<file path="config.mk">
export PLATFORM = sky130hd
export DESIGN_NAME = mci_top
export DESIGN_NICKNAME = d
export VERILOG_FILES = /design/src/rtl/mci_pkg.sv /design/src/rtl/mci_error_agg.sv /design/src/rtl/mci_error_sticky.sv /design/src/rtl/mci_top.sv /design/src/rtl/mci_wdt.sv
export VERILOG_INCLUDE_DIRS = /design/src /design/src/rtl
export SDC_FILE = /design/constraint.sdc
export NUM_CORES = 1
export LEC_CHECK = 0
export BUFFER_PORTS_ARGS = -buffer_cell sky130_fd_sc_hd__buf_2
export CAP_MARGIN = 5
export CORE_UTILIZATION = 58
export DETAILED_ROUTE_END_ITERATION = 10
export PLACE_DENSITY = 0.85
export SLEW_MARGIN = 0
export SYNTH_ARGS = -nofsm -noshare
export SYNTH_HDL_FRONTEND = slang
export SYNTH_HIERARCHICAL = 1
export SYNTH_SLANG_ARGS = --single-unit
</file>
<file path="constraint.sdc">
create_clock -name core_clk_i -period 5.5 [get_ports core_clk_i]
set_input_delay 0.55 -clock core_clk_i [delete_from_list [all_inputs] [get_ports core_clk_i]]
set_output_delay 0.55 -clock core_clk_i [all_outputs]
set_load 0.1 [all_outputs]
</file>
<file path="src/rtl/mci_config.svh">
// Build-time sizes for the management block, included by the RTL and the testbench
`ifndef MCI_CONFIG_SVH
`define MCI_CONFIG_SVH

//////////////////////////////////////////////////////////////////////
// Watchdog
//////////////////////////////////////////////////////////////////////

// Width of both watchdog counters and of the period inputs
`define MCI_WDT_CNT_W 16

//////////////////////////////////////////////////////////////////////
// Error aggregation
//////////////////////////////////////////////////////////////////////

// Number of aggregated error sources per severity
`define MCI_AGG_ERR_W 8

// Flop depth of the synchronizer in front of the aggregated sources
`define MCI_SYNC_STAGES 2

`endif

</file>
<file path="src/rtl/mci_pkg.sv">
// Error payload and counter types shared by the management block RTL and its testbench
`include "mci_config.svh"

package mci_pkg;

  //////////////////////////////////////////////////////////////////////
  // Watchdog
  //////////////////////////////////////////////////////////////////////

  typedef logic [`MCI_WDT_CNT_W-1:0] wdt_cnt_t;

  //////////////////////////////////////////////////////////////////////
  // Error reporting
  //////////////////////////////////////////////////////////////////////

  // One bit per aggregated source, bit 0 is source 0
  typedef logic [`MCI_AGG_ERR_W-1:0] agg_err_t;

  // Hardware fatal events, nmi_pin comes from the timer2 expiry
  typedef struct packed {
    logic nmi_pin;
    logic sram_ecc_unc;
    logic dmi_axi_collision;
  } hw_fatal_t;

  // Hardware non-fatal events from the two mailbox SRAMs
  typedef struct packed {
    logic mbox0_ecc_unc;
    logic mbox1_ecc_unc;
  } hw_non_fatal_t;

endpackage

</file>
<file path="src/rtl/mci_error_agg.sv">
// Synchronizes and masks the aggregated error sources and forms the two summary outputs
`timescale 1ns/1ns
`include "mci_config.svh"

module mci_error_agg (
  input  logic              core_clk_i,
  input  logic              rst_n_i,
  input  mci_pkg::agg_err_t agg_fatal_i,
  input  mci_pkg::agg_err_t agg_fatal_mask_i,
  input  mci_pkg::agg_err_t agg_non_fatal_i,
  input  mci_pkg::agg_err_t agg_non_fatal_mask_i,
  input  logic              hw_fatal_any_i,
  input  logic              hw_non_fatal_any_i,
  output logic              all_error_fatal_o,
  output logic              all_error_non_fatal_o
);

  import mci_pkg::*;

  // Index 0 is the fatal path and index 1 the non-fatal path
  localparam int NUM_SEV = 2;
  localparam int LAST    = `MCI_SYNC_STAGES - 1;

  agg_err_t             src    [NUM_SEV];
  agg_err_t             mask   [NUM_SEV];
  agg_err_t             sync_q [NUM_SEV][`MCI_SYNC_STAGES];
  logic [NUM_SEV-1:0]   hw_any;
  logic [NUM_SEV-1:0]   all_err_q;

  assign src[0]  = agg_fatal_i;
  assign src[1]  = agg_non_fatal_i;
  assign mask[0] = agg_fatal_mask_i;
  assign mask[1] = agg_non_fatal_mask_i;
  assign hw_any  = {hw_non_fatal_any_i, hw_fatal_any_i};

  //////////////////////////////////////////////////////////////////////
  // Synchronizer and summary register
  //////////////////////////////////////////////////////////////////////

  // Sources come from other blocks, so they pass the synchronizer before masking.
  // The mask is local and is applied at the output register
  always_ff @(posedge core_clk_i or negedge rst_n_i) begin
    if (!rst_n_i) begin
      all_err_q <= '0;
      for (int s = 0; s < NUM_SEV; s++) begin
        for (int k = 0; k < `MCI_SYNC_STAGES; k++) begin
          sync_q[s][k] <= '0;
        end
      end
    end else begin
      for (int s = 0; s < NUM_SEV; s++) begin
        sync_q[s][0] <= src[s];
        for (int k = 1; k < `MCI_SYNC_STAGES; k++) begin
          sync_q[s][k] <= sync_q[s][k-1];
        end
        all_err_q[s] <= (|(sync_q[s][LAST] & ~mask[s])) | hw_any[s];
      end
    end
  end

  assign all_error_fatal_o     = all_err_q[0];
  assign all_error_non_fatal_o = all_err_q[1];

  //////////////////////////////////////////////////////////////////////
  // Assertions
  //////////////////////////////////////////////////////////////////////

  for (genvar g = 0; g < NUM_SEV; g++) begin : g_agg_chk
    // A synchronized source that is not masked sets the summary on the next edge
    agg_unmasked_sets_a: assert property (
      @(posedge core_clk_i) disable iff (!rst_n_i)
      (|(sync_q[g][LAST] & ~mask[g])) |=> all_err_q[g]
    ) else $error("Summary output %0d missed an unmasked aggregated source", g);
  end

endmodule

</file>
<file path="src/rtl/mci_error_sticky.sv">
// Sticky error status register with write-one-to-clear and mask, one instance per payload type
`timescale 1ns/1ns

module mci_error_sticky #(
  parameter type err_t = logic
) (
  input  logic core_clk_i,
  input  logic rst_n_i,
  input  err_t event_i,
  input  err_t clear_i,
  input  err_t mask_i,
  output err_t status_o,
  output logic any_o
);

  localparam int ERR_W = $bits(err_t);

  logic [ERR_W-1:0] event_vec;
  logic [ERR_W-1:0] clear_vec;
  logic [ERR_W-1:0] mask_vec;
  logic [ERR_W-1:0] status_q;

  // Work on flat vectors so the same code fits any packed payload
  assign event_vec = event_i;
  assign clear_vec = clear_i;
  assign mask_vec  = mask_i;

  //////////////////////////////////////////////////////////////////////
  // Status register
  //////////////////////////////////////////////////////////////////////

  // A new event wins over a clear of the same bit on the same edge
  always_ff @(posedge core_clk_i or negedge rst_n_i) begin
    if (!rst_n_i) begin
      status_q <= '0;
    end else begin
      status_q <= (status_q & ~clear_vec) | event_vec;
    end
  end

  assign status_o = err_t'(status_q);

  // Only unmasked bits reach the summary
  assign any_o = |(status_q & ~mask_vec);

  //////////////////////////////////////////////////////////////////////
  // Assertions
  //////////////////////////////////////////////////////////////////////

  // Every event bit shows up in the status one cycle after it is sampled
  event_sticks_a: assert property (
    @(posedge core_clk_i) disable iff (!rst_n_i)
    (|event_vec) |=> ((status_q & $past(event_vec)) == $past(event_vec))
  ) else $error("Sticky status missing an event bit");

endmodule

</file>
<file path="src/rtl/mci_top.sv">
// Management block top level joining the watchdog, the sticky error registers and the aggregator
`timescale 1ns/1ns

module mci_top (
  input  logic                  core_clk_i,
  input  logic                  rst_n_i,
  input  logic                  wdt_t1_en_i,
  input  logic                  wdt_t2_en_i,
  input  logic                  wdt_t1_restart_i,
  input  logic                  wdt_t2_restart_i,
  input  logic                  wdt_t1_service_i,
  input  logic                  wdt_t2_service_i,
  input  mci_pkg::wdt_cnt_t     wdt_t1_period_i,
  input  mci_pkg::wdt_cnt_t     wdt_t2_period_i,
  output logic                  wdt_t1_timeout_o,
  output logic                  wdt_t2_timeout_o,
  input  logic                  sram_ecc_unc_i,
  input  logic                  dmi_axi_collision_i,
  input  logic                  mbox0_ecc_unc_i,
  input  logic                  mbox1_ecc_unc_i,
  input  mci_pkg::hw_fatal_t     hw_fatal_clear_i,
  input  mci_pkg::hw_fatal_t     hw_fatal_mask_i,
  input  mci_pkg::hw_non_fatal_t hw_non_fatal_clear_i,
  input  mci_pkg::hw_non_fatal_t hw_non_fatal_mask_i,
  output mci_pkg::hw_fatal_t     hw_fatal_status_o,
  output mci_pkg::hw_non_fatal_t hw_non_fatal_status_o,
  input  mci_pkg::agg_err_t     agg_fatal_i,
  input  mci_pkg::agg_err_t     agg_fatal_mask_i,
  input  mci_pkg::agg_err_t     agg_non_fatal_i,
  input  mci_pkg::agg_err_t     agg_non_fatal_mask_i,
  output logic                  all_error_fatal_o,
  output logic                  all_error_non_fatal_o
);

  import mci_pkg::*;

  logic          t2_timeout_d_q;
  logic          nmi_rise;
  hw_fatal_t     fatal_event;
  hw_non_fatal_t non_fatal_event;
  logic          hw_fatal_any;
  logic          hw_non_fatal_any;

  //////////////////////////////////////////////////////////////////////
  // Watchdog
  //////////////////////////////////////////////////////////////////////

  mci_wdt mci_wdt_i (
    .core_clk_i   (core_clk_i),
    .rst_n_i      (rst_n_i),
    .t1_en_i      (wdt_t1_en_i),
    .t2_en_i      (wdt_t2_en_i),
    .t1_restart_i (wdt_t1_restart_i),
    .t2_restart_i (wdt_t2_restart_i),
    .t1_service_i (wdt_t1_service_i),
    .t2_service_i (wdt_t2_service_i),
    .t1_period_i  (wdt_t1_period_i),
    .t2_period_i  (wdt_t2_period_i),
    .t1_timeout_o (wdt_t1_timeout_o),
    .t2_timeout_o (wdt_t2_timeout_o)
  );

  // The NMI event is a single pulse on the rising edge of the timer2 timeout
  always_ff @(posedge core_clk_i or negedge rst_n_i) begin
    if (!rst_n_i) begin
      t2_timeout_d_q <= 1'b0;
    end else begin
      t2_timeout_d_q <= wdt_t2_timeout_o;
    end
  end

  assign nmi_rise = wdt_t2_timeout_o & ~t2_timeout_d_q;

  //////////////////////////////////////////////////////////////////////
  // Hardware error status
  //////////////////////////////////////////////////////////////////////

  assign fatal_event.nmi_pin               = nmi_rise;
  assign fatal_event.sram_ecc_unc          = sram_ecc_unc_i;
  assign fatal_event.dmi_axi_collision     = dmi_axi_collision_i;
  assign non_fatal_event.mbox0_ecc_unc     = mbox0_ecc_unc_i;
  assign non_fatal_event.mbox1_ecc_unc     = mbox1_ecc_unc_i;

  mci_error_sticky #(.err_t(hw_fatal_t)) hw_fatal_i (
    .core_clk_i (core_clk_i),
    .rst_n_i    (rst_n_i),
    .event_i    (fatal_event),
    .clear_i    (hw_fatal_clear_i),
    .mask_i     (hw_fatal_mask_i),
    .status_o   (hw_fatal_status_o),
    .any_o      (hw_fatal_any)
  );

  mci_error_sticky #(.err_t(hw_non_fatal_t)) hw_non_fatal_i (
    .core_clk_i (core_clk_i),
    .rst_n_i    (rst_n_i),
    .event_i    (non_fatal_event),
    .clear_i    (hw_non_fatal_clear_i),
    .mask_i     (hw_non_fatal_mask_i),
    .status_o   (hw_non_fatal_status_o),
    .any_o      (hw_non_fatal_any)
  );

  //////////////////////////////////////////////////////////////////////
  // Summary outputs
  //////////////////////////////////////////////////////////////////////

  mci_error_agg mci_error_agg_i (
    .core_clk_i            (core_clk_i),
    .rst_n_i               (rst_n_i),
    .agg_fatal_i           (agg_fatal_i),
    .agg_fatal_mask_i      (agg_fatal_mask_i),
    .agg_non_fatal_i       (agg_non_fatal_i),
    .agg_non_fatal_mask_i  (agg_non_fatal_mask_i),
    .hw_fatal_any_i        (hw_fatal_any),
    .hw_non_fatal_any_i    (hw_non_fatal_any),
    .all_error_fatal_o     (all_error_fatal_o),
    .all_error_non_fatal_o (all_error_non_fatal_o)
  );

  // Timer2 expiry lands in the fatal status one cycle after the timeout rises
  wdt_nmi_status_a: assert property (
    @(posedge core_clk_i) disable iff (!rst_n_i)
    $rose(wdt_t2_timeout_o) |=> hw_fatal_status_o.nmi_pin
  ) else $error("nmi_pin not set after timer2 expiry");

  // An unmasked NMI status drives the fatal summary on the next edge
  nmi_summary_a: assert property (
    @(posedge core_clk_i) disable iff (!rst_n_i)
    (hw_fatal_status_o.nmi_pin && !hw_fatal_mask_i.nmi_pin) |=> all_error_fatal_o
  ) else $error("all_error_fatal_o not set for unmasked nmi_pin");

endmodule

</file>
<file path="src/rtl/mci_wdt.sv">
// Two-timer watchdog, independent when t2_en_i is high and cascaded behind timer1 otherwise
`timescale 1ns/1ns

module mci_wdt (
  input  logic              core_clk_i,
  input  logic              rst_n_i,
  input  logic              t1_en_i,
  input  logic              t2_en_i,
  input  logic              t1_restart_i,
  input  logic              t2_restart_i,
  input  logic              t1_service_i,
  input  logic              t2_service_i,
  input  mci_pkg::wdt_cnt_t t1_period_i,
  input  mci_pkg::wdt_cnt_t t2_period_i,
  output logic              t1_timeout_o,
  output logic              t2_timeout_o
);

  import mci_pkg::*;

  localparam int NUM_TIMERS = 2;

  // Index 0 is timer1 and index 1 is timer2
  logic [NUM_TIMERS-1:0] run;
  logic [NUM_TIMERS-1:0] restart;
  logic [NUM_TIMERS-1:0] service;
  logic [NUM_TIMERS-1:0] expire;
  logic [NUM_TIMERS-1:0] timeout_q;
  wdt_cnt_t              period [NUM_TIMERS];
  wdt_cnt_t              cnt_q  [NUM_TIMERS];
  logic                  cascade;
  logic                  t2_start;

  //////////////////////////////////////////////////////////////////////
  // Mode and per-timer controls
  //////////////////////////////////////////////////////////////////////

  assign cascade = ~t2_en_i;

  // In cascade mode timer2 only counts while timer1 sits in timeout
  assign run[0] = t1_en_i;
  assign run[1] = cascade ? timeout_q[0] : 1'b1;

  assign restart   = {t2_restart_i, t1_restart_i};
  assign service   = {t2_service_i, t1_service_i};
  assign period[0] = t1_period_i;
  assign period[1] = t2_period_i;

  // A timer expires when it has counted up to its period and nothing restarts it
  always_comb begin
    for (int i = 0; i < NUM_TIMERS; i++) begin
      expire[i] = run[i] & ~timeout_q[i] & ~service[i] & ~restart[i] &
                  (cnt_q[i] >= period[i]);
    end
  end

  // Timer2 starts from zero on the edge that sets timer1's timeout
  assign t2_start = cascade & expire[0];

  //////////////////////////////////////////////////////////////////////
  // Counters and timeout flags
  //////////////////////////////////////////////////////////////////////

  always_ff @(posedge core_clk_i or negedge rst_n_i) begin
    if (!rst_n_i) begin
      timeout_q <= '0;
      for (int i = 0; i < NUM_TIMERS; i++) begin
        cnt_q[i] <= '0;
      end
    end else begin
      for (int i = 0; i < NUM_TIMERS; i++) begin
        if (service[i]) begin
          timeout_q[i] <= 1'b0;
          cnt_q[i]     <= '0;
        end else if (restart[i] && !timeout_q[i]) begin
          // A pet is ignored once the timer has expired
          cnt_q[i] <= '0;
        end else if (i == 1 && t2_start) begin
          cnt_q[i] <= '0;
        end else if (expire[i]) begin
          // The count holds at the period while the timeout is set
          timeout_q[i] <= 1'b1;
        end else if (run[i] && !timeout_q[i]) begin
          cnt_q[i] <= cnt_q[i] + 1'b1;
        end
      end
    end
  end

  assign t1_timeout_o = timeout_q[0];
  assign t2_timeout_o = timeout_q[1];

  //////////////////////////////////////////////////////////////////////
  // Assertions
  //////////////////////////////////////////////////////////////////////

  for (genvar g = 0; g < NUM_TIMERS; g++) begin : g_restart_chk
    // An accepted pet or a service leaves the count at zero one cycle later
    restart_zero_a: assert property (
      @(posedge core_clk_i) disable iff (!rst_n_i)
      (service[g] || (restart[g] && !timeout_q[g])) |=> (cnt_q[g] == '0)
    ) else $error("WDT timer%0d count not zero after pet or service", g + 1);
  end

endmodule

</file>
### Yosys cells after proc, flatten, opt, wreduce, memory -nomap -nowiden

Cells that the tools add are included.

| word-level totals | value |
|---|---|
| flip-flop bits (word level) | 74 |
| output and inout port bits | 9 |
| word-level logic and storage cells | 90 |

| operators by class | value |
|---|---|
| add/sub/neg operators | 2 |
| $lt $le $gt $ge | 2 |
| equal/unequal tests | 5 |
| muxes and demuxes | 17 |
| bitwise operators | 34 |
| reductions and logical operators | 18 |

Operators with widths:

| operator | count |
|---|---|
| 16-bit two-way mux | 9 |
| 16-bit by 1-bit adder with 16-bit output (second input constant) | 2 |
| 16-bit >= comparator | 2 |
| 8-bit AND | 2 |
| 8-bit inverter | 2 |
| 8-bit OR reduction | 2 |
| 1-bit AND | 10 |
| 1-bit two-way mux | 8 |
| 1-bit inverter | 8 |
| 3-bit AND | 2 |
| 2-bit inequality test (second input constant) | 3 |
| 3-bit inverter | 2 |
| 2-bit AND reduction | 3 |
| 2-bit AND | 2 |
| 1-bit logical AND | 4 |
| 4-bit inequality test (second input constant) | 1 |
| 2-bit inverter | 2 |
| 2-bit nonzero test | 2 |
| 4-bit nonzero test | 1 |
| 3-bit inequality test (second input constant) | 1 |
| 3-bit bitwise OR | 1 |
| 3-bit AND reduction | 1 |
| 3-bit nonzero test | 1 |
| 3-bit OR reduction | 1 |
| 4 further kinds | 6 |

### Logic depth before layout (Yosys ltp)

Gate-level depths: netlist of the first run.

| logic depth | value |
|---|---|
| depth after elaboration | 9 |
| mapped depth | 10 |
| mapped depth without buffers | 9 |

### Hierarchy

The synthesis of the first run kept the hierarchy.

Modules (own cells, without submodules):

| module | times used | cells each | area an instance (um^2) | seq. area each (um^2) |
|---|---|---|---|---|
| mci_wdt | 1 | 316 | 2730.1 | 850.8 |
| mci_error_agg | 1 | 58 | 1011.0 | 850.8 |
| mci_error_sticky (hw_fatal_i) | 1 | 11 | 130.1 | 75.1 |
| mci_error_sticky (hw_non_fatal_i) | 1 | 7 | 85.1 | 50.0 |
| mci_top | 1 | 2 | 38.8 | 25.0 |

### Worst setup path after synthesis of the first run

OpenSTA, ideal clock, no wires.

| timing | value |
|---|---|
| path type | input to register |
| from | input wdt_t1_period_i[13] |
| to | register mci_wdt_i/cnt_q[25] (netlist bit) |
| library setup time | 73 ps |
| arrival | 2440 ps |
| slack | 2987 ps |
| cell stages on the path | 9 |
| cell sequence | inv_1 -> ha_1 -> a21o_1 -> a21o_1 -> a211oi_4 -> nand3_2 -> or4b_1 -> a21o_1 -> a21oi_2 |

| on the way | value |
|---|---|
| word-level cells in the longest chain between the ends | 4 |

Ends and longest elaborated chain:

| item | line | text |
|---|---|---|
| start: declaration | mci_top.sv:13 | `input mci_pkg::wdt_cnt_t wdt_t1_period_i,` |
| 16-bit >= comparator | mci_wdt.sv:53 | `(cnt_q[i] >= period[i]);` |
| 1-bit AND | mci_wdt.sv:52 | `expire[i] = run[i] & ~timeout_q[i] & ~service[i] & ~restart[i] &` |
| 3-bit inequality test (no line) | -- |  |
| 2-bit AND reduction (no line) | -- |  |
| end signal: indexed assignment | mci_wdt.sv:84 | `cnt_q[i] <= cnt_q[i] + 1'b1;` |
| end: declaration | mci_wdt.sv:30 | `wdt_cnt_t cnt_q [NUM_TIMERS];` |

No other way between the ends.
A chain may end at the register's enable or synchronous reset.

### Worst setup path in the final report of the first run

| timing | value |
|---|---|
| from | register mci_wdt_i/cnt_q[7] (netlist bit) |
| to | register mci_wdt_i/cnt_q[14] (netlist bit) |

| on the way | value |
|---|---|
| word-level cells in the longest chain between the ends | 6 |

Ends and longest elaborated chain:

| item | line | text |
|---|---|---|
| 16-bit by 1-bit adder with 16-bit output | mci_wdt.sv:84 |  |
| 16-bit two-way mux | mci_wdt.sv:83 | `end else if (run[i] && !timeout_q[i]) begin` |
| 16-bit two-way mux | mci_wdt.sv:80 | `end else if (expire[i]) begin` |
| 16-bit two-way mux | mci_wdt.sv:78 | `end else if (i == 1 && t2_start) begin` |
| 16-bit two-way mux | mci_wdt.sv:75 | `end else if (restart[i] && !timeout_q[i]) begin` |
| 16-bit two-way mux | mci_wdt.sv:72 | `if (service[i]) begin` |

Several ways; a longest one is shown, not always the timed one. The select of a mux whose other input is x is not followed.

==> results of run 1 <==
## area by class of cell
class / count / area [sq um]
inverter: 59 / 221
timing repair buffer: 96 / 485
antenna: 1 / 2.50
multi-input combinational: 253 / 1890
clock buffer: 9 / 124
fill: 468 / 1740
tap: 77 / 96.3
clock inverter: 7 / 83.8
sequential: 74 / 1850
## power by group through the flow
stage | registers (W) | clock network (W) | logic, W
final | 0.000565 | 0.000432 | 0.000117
after global routing | 0.000567 | 0.000474 | 0.000130
after CTS | 0.000565 | 0.000444 | 0.000118
after detailed placement | 0.000576 | 0 | 0.000117
after global placement | 0.000575 | 0 | 0.000112
after floorplan | 0.000593 | 0 | 0.0000442
## per-layer routing
layer	wire, um	GRT usage (%)	vias to the layer above
met5	0	0	-
met4	72	5.39	0
met3	544	7.98	8
met2	4250	44.1	107
met1	3510	27.9	1477
li1	-	-	1568
## through the flow
stage                     total power, W  std cells
after floorplan                 0.000637        394
final                            0.00111        576
after global placement          0.000687        559
after detailed placement        0.000693        559
after CTS                        0.00113        575
after global routing             0.00117        575
## registers in the layout (all words and copies together) (netlist names)
register                   cells
mci_error_agg_i/all_err_q      2
mci_error_agg_i/sync_q        32
hw_non_fatal_i/status_o        2
t2_timeout_d_q                 1
mci_wdt_i/cnt_q               32
hw_fatal_i/status_o            3
mci_wdt_i/timeout_q            2
## cell families (layout without fill, tap and decap cells)
logic type / after synthesis / count (layout) / synth area share, %
AO/OA/AOI/OAI: 84 / 84 / 16.5
buffers and inverters: 67 / 171 / 6.45
other: 0 / 1 / 0
AND/OR/NAND/NOR: 109 / 109 / 14.2
multiplexers: 3 / 3 / 0.752
flip-flops: 74 / 74 / 46.4
adder cells (fa/ha/maj): 34 / 34 / 10.6
XOR/XNOR: 23 / 23 / 5.04
## cells in the final DEF, fill, tap and decap left out, types with 13 or more instances in the layout
cell type and instances:
buf_2 94, nand2_1 13, inv_1 59, a21oi_1 16
xnor2_1 23, nand3_1 16, dfrtp_1 74, ha_1 34
nor2_1 41, a211oi_1 15
## worst register-to-register path, delay by kind of cell, from the launching register on
family,cells,cell delay [ns]
flip-flops,1,0.45
adder cells (fa/ha/maj),1,0.32
AO/OA/AOI/OAI,6,2.01
## path summary, 6_finish.rpt
check | from | end | slack, ns | cells after the start
worst max-delay path | mci_wdt_i/cnt_q[7]$_DFFE_PN0P_ | mci_wdt_i/cnt_q[14]$_DFFE_PN0P_ | 2.63 | 7
worst min-delay path | agg_non_fatal_i[6] | mci_error_agg_i/sync_q[14]$_DFF_PN0_ | 0.31 | 1
worst max register to register | mci_wdt_i/cnt_q[7]$_DFFE_PN0P_ | mci_wdt_i/cnt_q[14]$_DFFE_PN0P_ | 2.63 | 7
worst min register to register | mci_error_agg_i/sync_q[12]$_DFF_PN0_ | mci_error_agg_i/sync_q[4]$_DFF_PN0_ | 0.34 | 0
max in group asynchronous | rst_n_i | mci_error_agg_i/sync_q[15]$_DFF_PN0_ | 4.51 | 2
min in group asynchronous | rst_n_i | mci_error_agg_i/sync_q[24]$_DFF_PN0_ | 0.41 | 2
## cell usage after synthesis (6+ instances only)
master / number
a211oi_1: 15
a21o_1: 6
a21oi_1: 16
and3_1: 6
dfrtp_1: 74
ha_1: 34
inv_1: 59
nand2_1: 13
nand3_1: 16
nand4_1: 8
nor2_1: 41
o21ai_0: 11
xnor2_1: 23
==> results.toml, run 1 <==
[status]
status = "finished clean"

[placed_design]
hpwl_mm = 6.13
dp_slack_ns = 2.47
io_buffers = 94
routabilityCongestion = 0.833
postPlaceCellArea_sq_um = 4540

[setup_path]
end_kind = "flip-flop"
worst_setup_path_start_kind = "flip-flop"
max_stage_delay_ns = 0.65
cp.required_ns = 5.74
crit_family = "compound AO/OA/AOI/OAI gates"
path_cells = "ha_1 -> a21o_1 -> a2111oi_2 -> o211ai_1 -> a2111oi_0 -> a21oi_1 -> o21ba_2"
crit_slowest_cell = "a2111oi_0"
path_buf_inv = 0
timing_worst_setup_path_type = "flip-flop to flip-flop"
arrival_ns = 3.11
cp_max_fo = 15

[timing]
fmax_mhz = 348
report.final.hold_viol_count = 0
hold_ws_ns = 0.307
setup_violations = 0
fin_skew_ns = 0.00870
worst_slew_pin_slew_ns = 1.07
fin_crit_sh_pct = 52.2
tns_ns = 0
max_slew_margin_pct = 28.2
rsz0062_at_grt = "false"
report.final.slew_viol_count = 0
fin_ws_ns = 2.63
min_period_ns = 2.87

[clocking]
cts_tree = "yes"
postCtsSetupBuffers = 0
cts_buffers = 9
cts_sinks = 74
post_cts_resized = 0
clk_latency_ns = 0.34
cts-root-buf = "clkbuf_8"
cts_max_path_buffers = 2
htree_levels = 3
clk_pin_slew_ns = 0.09
cts_hold_buf = 0

[yosys]
synth_top_area_cell = "dfrtp_1"
syn_nets = 514
yosysWarningCount = 6
synth-main-ff-cell = "dfrtp_1"
yosysTopAreaCellShare_pct = 46.4
synth_edf_count = 0
synth.avg_cell_area_sq_um = 10.1
synthTopCellsByArea = "dfrtp_1 46%, ha_1 11%, inv_1 5.5%"
ys_seq_area_share_pct = 46.4
netlist_area_sq_um = 4000
postSynth.asyncResetShare_pct = 100
ys_ff_latch = 74
syn-instance-count = 394
ys_types = 49

[min_path]
hold_path.class = "input port to flip-flop"

[pwr]
switching_share_pct = 26.1
clock_power_share_pct = 38.8
powerDensity_nw_per_um2 = 235
peakVddDrop_uv = 168
switchingPower_w = 0.000291
p_int_w = 0.000823
cellLeakagePower_nw = 2.34
seqPwrFrac_pct = 50.7
p_comb_share_pct = 10.5

[global_route]
grt_pass1_vias = 3036
grt-ovfl-total = 0
grt_start_max_net_pins = 75
grt_antenna_before_repair = 0
grt_first_pass_wirelength_mm = 13.6
grt_usage_pct = 24.3

[job]
maxCapViolCount = 0

[floorplanning]
rows = 29
start_util_pct = 61.5
ios = 95
die_height_um = 85.0
fp.dieArea_sq_um = 7220
die_w_um = 85.0
core-area_sq_um = 6490

[routing]
vias_per_cell = 5.49
vias = 3160
drc = 0
wire_per_inst_um = 14.5
antenna_left = 0
first_pass_iters = 4
totalWireLength_mm = 8.37
first_iter_violations = 134

[layout]
final_core_util_pct = 73.1
finalInstanceArea_sq_um = 4750
drive_above_1_share_pct = 26.7
final_nets = 613
area_growth_pct = 18.9
No activity file was read; power rests on OpenSTA's default activity.
==> run 2, diff against run 1 <==
Settings changed: CORE_UTILIZATION 58 to 49, PLACE_DENSITY 0.85 to 0.77.
Clock period 5.5 ns to 2.36 ns, I/O delays scaled along.
==> run 2 against run 1 <==
  * Combinational power grew to 2.9 times the previous value
  * Flip-flop and latch count unchanged
  * Largest power group unchanged
  * Utilization shrank 1.2 points
  * Clock-buffer cell count rose by 1
  * Hold slack worse by 0.26 ns
  * Clock power rose to 2.5 times the previous value
  * Highest routed layer unchanged
  * Register-to-register slack worse by 2.7 ns
  * Total power grew 150%
  * Die area up 18%
  * Non-clock buffer count is 59 higher
  * Clock skew down 0.0024 ns
  * The flow now finishes with violations (max-capacitance violations, max-slew violations, negative setup slack)
  * Final cell count rose by 14%
==> results.toml, run 2 (synthesis results as in run 1) <==
[timing]
rsz0062_at_grt = "true"
fmax_mhz = 414
report.final.slew_viol_count = 1
max_slew_margin_pct = -0.936
fin_skew_ns = 0.00630
worst_slew_pin_slew_ns = 1.50
fin_crit_sh_pct = 102
report.final.hold_viol_count = 0
fin_ws_ns = -0.0537
min_period_ns = 2.41
setup_violations = 2

[clocking]
cts_max_path_buffers = 2
cts-root-buf = "clkbuf_8"
htree_levels = 3
cts_sinks = 74
clk_pin_slew_ns = 0.08
cts_buffers = 9
cts_tree = "yes"
clk_latency_ns = 0.35

[floorplanning]
core-area_sq_um = 7810
die_w_um = 92.3
start_util_pct = 51.2
rows = 32
fp.dieArea_sq_um = 8520
ios = 95
die_height_um = 92.3

[setup_path]
arrival_ns = 2.66
cp.required_ns = 2.60
path_cells = "ha_4 -> nand4_1 -> a211o_1 -> o32a_4 -> nand2_1 -> nand4_1 -> o21ai_2 -> buf_12 -> o21ba_2"
worst_setup_path_start_kind = "flip-flop"
reg2reg_depth = 9
cp_common_cell = "nand4_1"
timing_worst_setup_path_type = "flip-flop to flip-flop"
end_kind = "flip-flop"
crit_slowest_cell = "dfrtp_1"
cp_max_fo = 16
max_stage_delay_ns = 0.43

[min_path]
hold_path.class = "input port to flip-flop"
whs_path_depth = 2

[placed_design]
hpwl_mm = 6.84
routabilityCongestion = 0.858
dp_slack_ns = -0.0863
io_buffers = 94
placedCellCount = 620

[routing]
vias = 3523
totalWireLength_mm = 9.98
drc = 0
vias_per_cell = 5.35
first_iter_violations = 169
wire_per_inst_um = 15.2
first_pass_iters = 4
antenna_left = 0

[pwr]
cellLeakagePower_nw = 2.66
powerDensity_nw_per_um2 = 488
peakVddDrop_uv = 418

[global_route]
grt_usage_pct = 23.2
grt_first_pass_wirelength_mm = 15.4
grt_start_max_net_pins = 40
grt_pass1_vias = 3397
grt-ovfl-total = 0
grt_antenna_before_repair = 0

[status]
violations = "max-capacitance violations, max-slew violations, negative setup slack"
status = "finished with violations"

[layout]
drive_above_1_share_pct = 37.2
instances_no_fill = 659
final_common_cell = "buf_2"
final_cell_mix = "94 x buf_2, 73 x dfrtp_1, 59 x inv_1"
n_antenna_cell = 0
final_nets = 672
area_growth_pct = 40.7

[job]
maxCapViolCount = 1
run 2: cell types whose count changed in the layout (fill, tap and decap cells not counted), moves of 6 or more:
cell,delta
dlygate4sd3_1,+17
a211oi_1,-11
ha_4,+6
ha_1,-6
a2111oi_4,+6
a211oi_2,+8
buf_4,+38
run 2: metal layers:
metal	part of all wire, %	track usage, %
met1	40	27.3
met2	52	41.2
met3	5.6	5.34
met4	1.9	8.46
met5	0	0
run 2: layout make-up:
cell class | instances | area (sq um)
clock buffer | 10 | 128
clock inverter | 6 | 90.1
fill | 557 | 2190
inverter | 59 | 221
multi-input combinational | 253 | 2200
sequential | 74 | 1850
tap | 102 | 128
timing repair buffer | 155 | 998
run 2: path summary, 6_finish.rpt:
| check | startpoint | end | slack [ns] |
|---|---|---|---|
| setup / recovery | mci_wdt_i/cnt_q[30]$_DFFE_PN0P_ | mci_wdt_i/cnt_q[14]$_DFFE_PN0P_ | -0.05 |
| hold / removal | wdt_t2_service_i | mci_wdt_i/timeout_q[1]$_DFFE_PN0P_ | 0.05 |
| setup reg to reg | mci_wdt_i/cnt_q[30]$_DFFE_PN0P_ | mci_wdt_i/cnt_q[14]$_DFFE_PN0P_ | -0.05 |
| hold reg to reg | mci_error_agg_i/sync_q[25]$_DFF_PN0_ | mci_error_agg_i/sync_q[17]$_DFF_PN0_ | 0.35 |
| max in group asynchronous | rst_n_i | mci_error_agg_i/sync_q[5]$_DFF_PN0_ | 1.24 |
| min in group asynchronous | rst_n_i | mci_wdt_i/cnt_q[18]$_DFFE_PN0P_ | 0.34 |
run 2: power by group:
part	internal (W)	switching, W
combinational	0.000150	0.000193
sequential	0.00130	0.0000134
clock	0.000599	0.000487
run 2: worst max-delay path: cells and delay by family, from the launching register on:
kind / cells / cell delay (ns)
adders and majority gates: 1 / 0.28
buffers and inverters: 1 / 0.17
AOI/OAI and AO/OA: 4 / 1.06
and+or+nand+nor: 3 / 0.37
DFF: 1 / 0.43
run 2: per-stage QoR:
stage | hold slack (ns) | util (%) | TNS (ns) | total power, W | instance area, sq um
3_3_place_gp | 0.147 | 62.2 | -0.0121 | 0.00162 | 4860
6_report | 0.0456 | 72.0 | -0.0886 | 0.00275 | 5620
3_5_place_dp | 0.158 | 62.2 | -0.551 | 0.00163 | 4860
4_1_cts | 0.0337 | 68.8 | -0.115 | 0.00275 | 5370
5_1_grt | 0.0386 | 72.0 | -2.13 | 0.00285 | 5620
2_1_floorplan | -0.0596 | - | 0 | 0.00148 | 4000
run 2: timing repair:
item | in CTS | in global routing
gates resized for setup | 18 | 34
setup endpoints to repair | 16 | 29
gates cloned | 0 | 1
hold endpoints to repair | 28 | 0
pin swaps | 9 | 16
buffers inserted | 1 | 4
hold buffers | 17 | 0
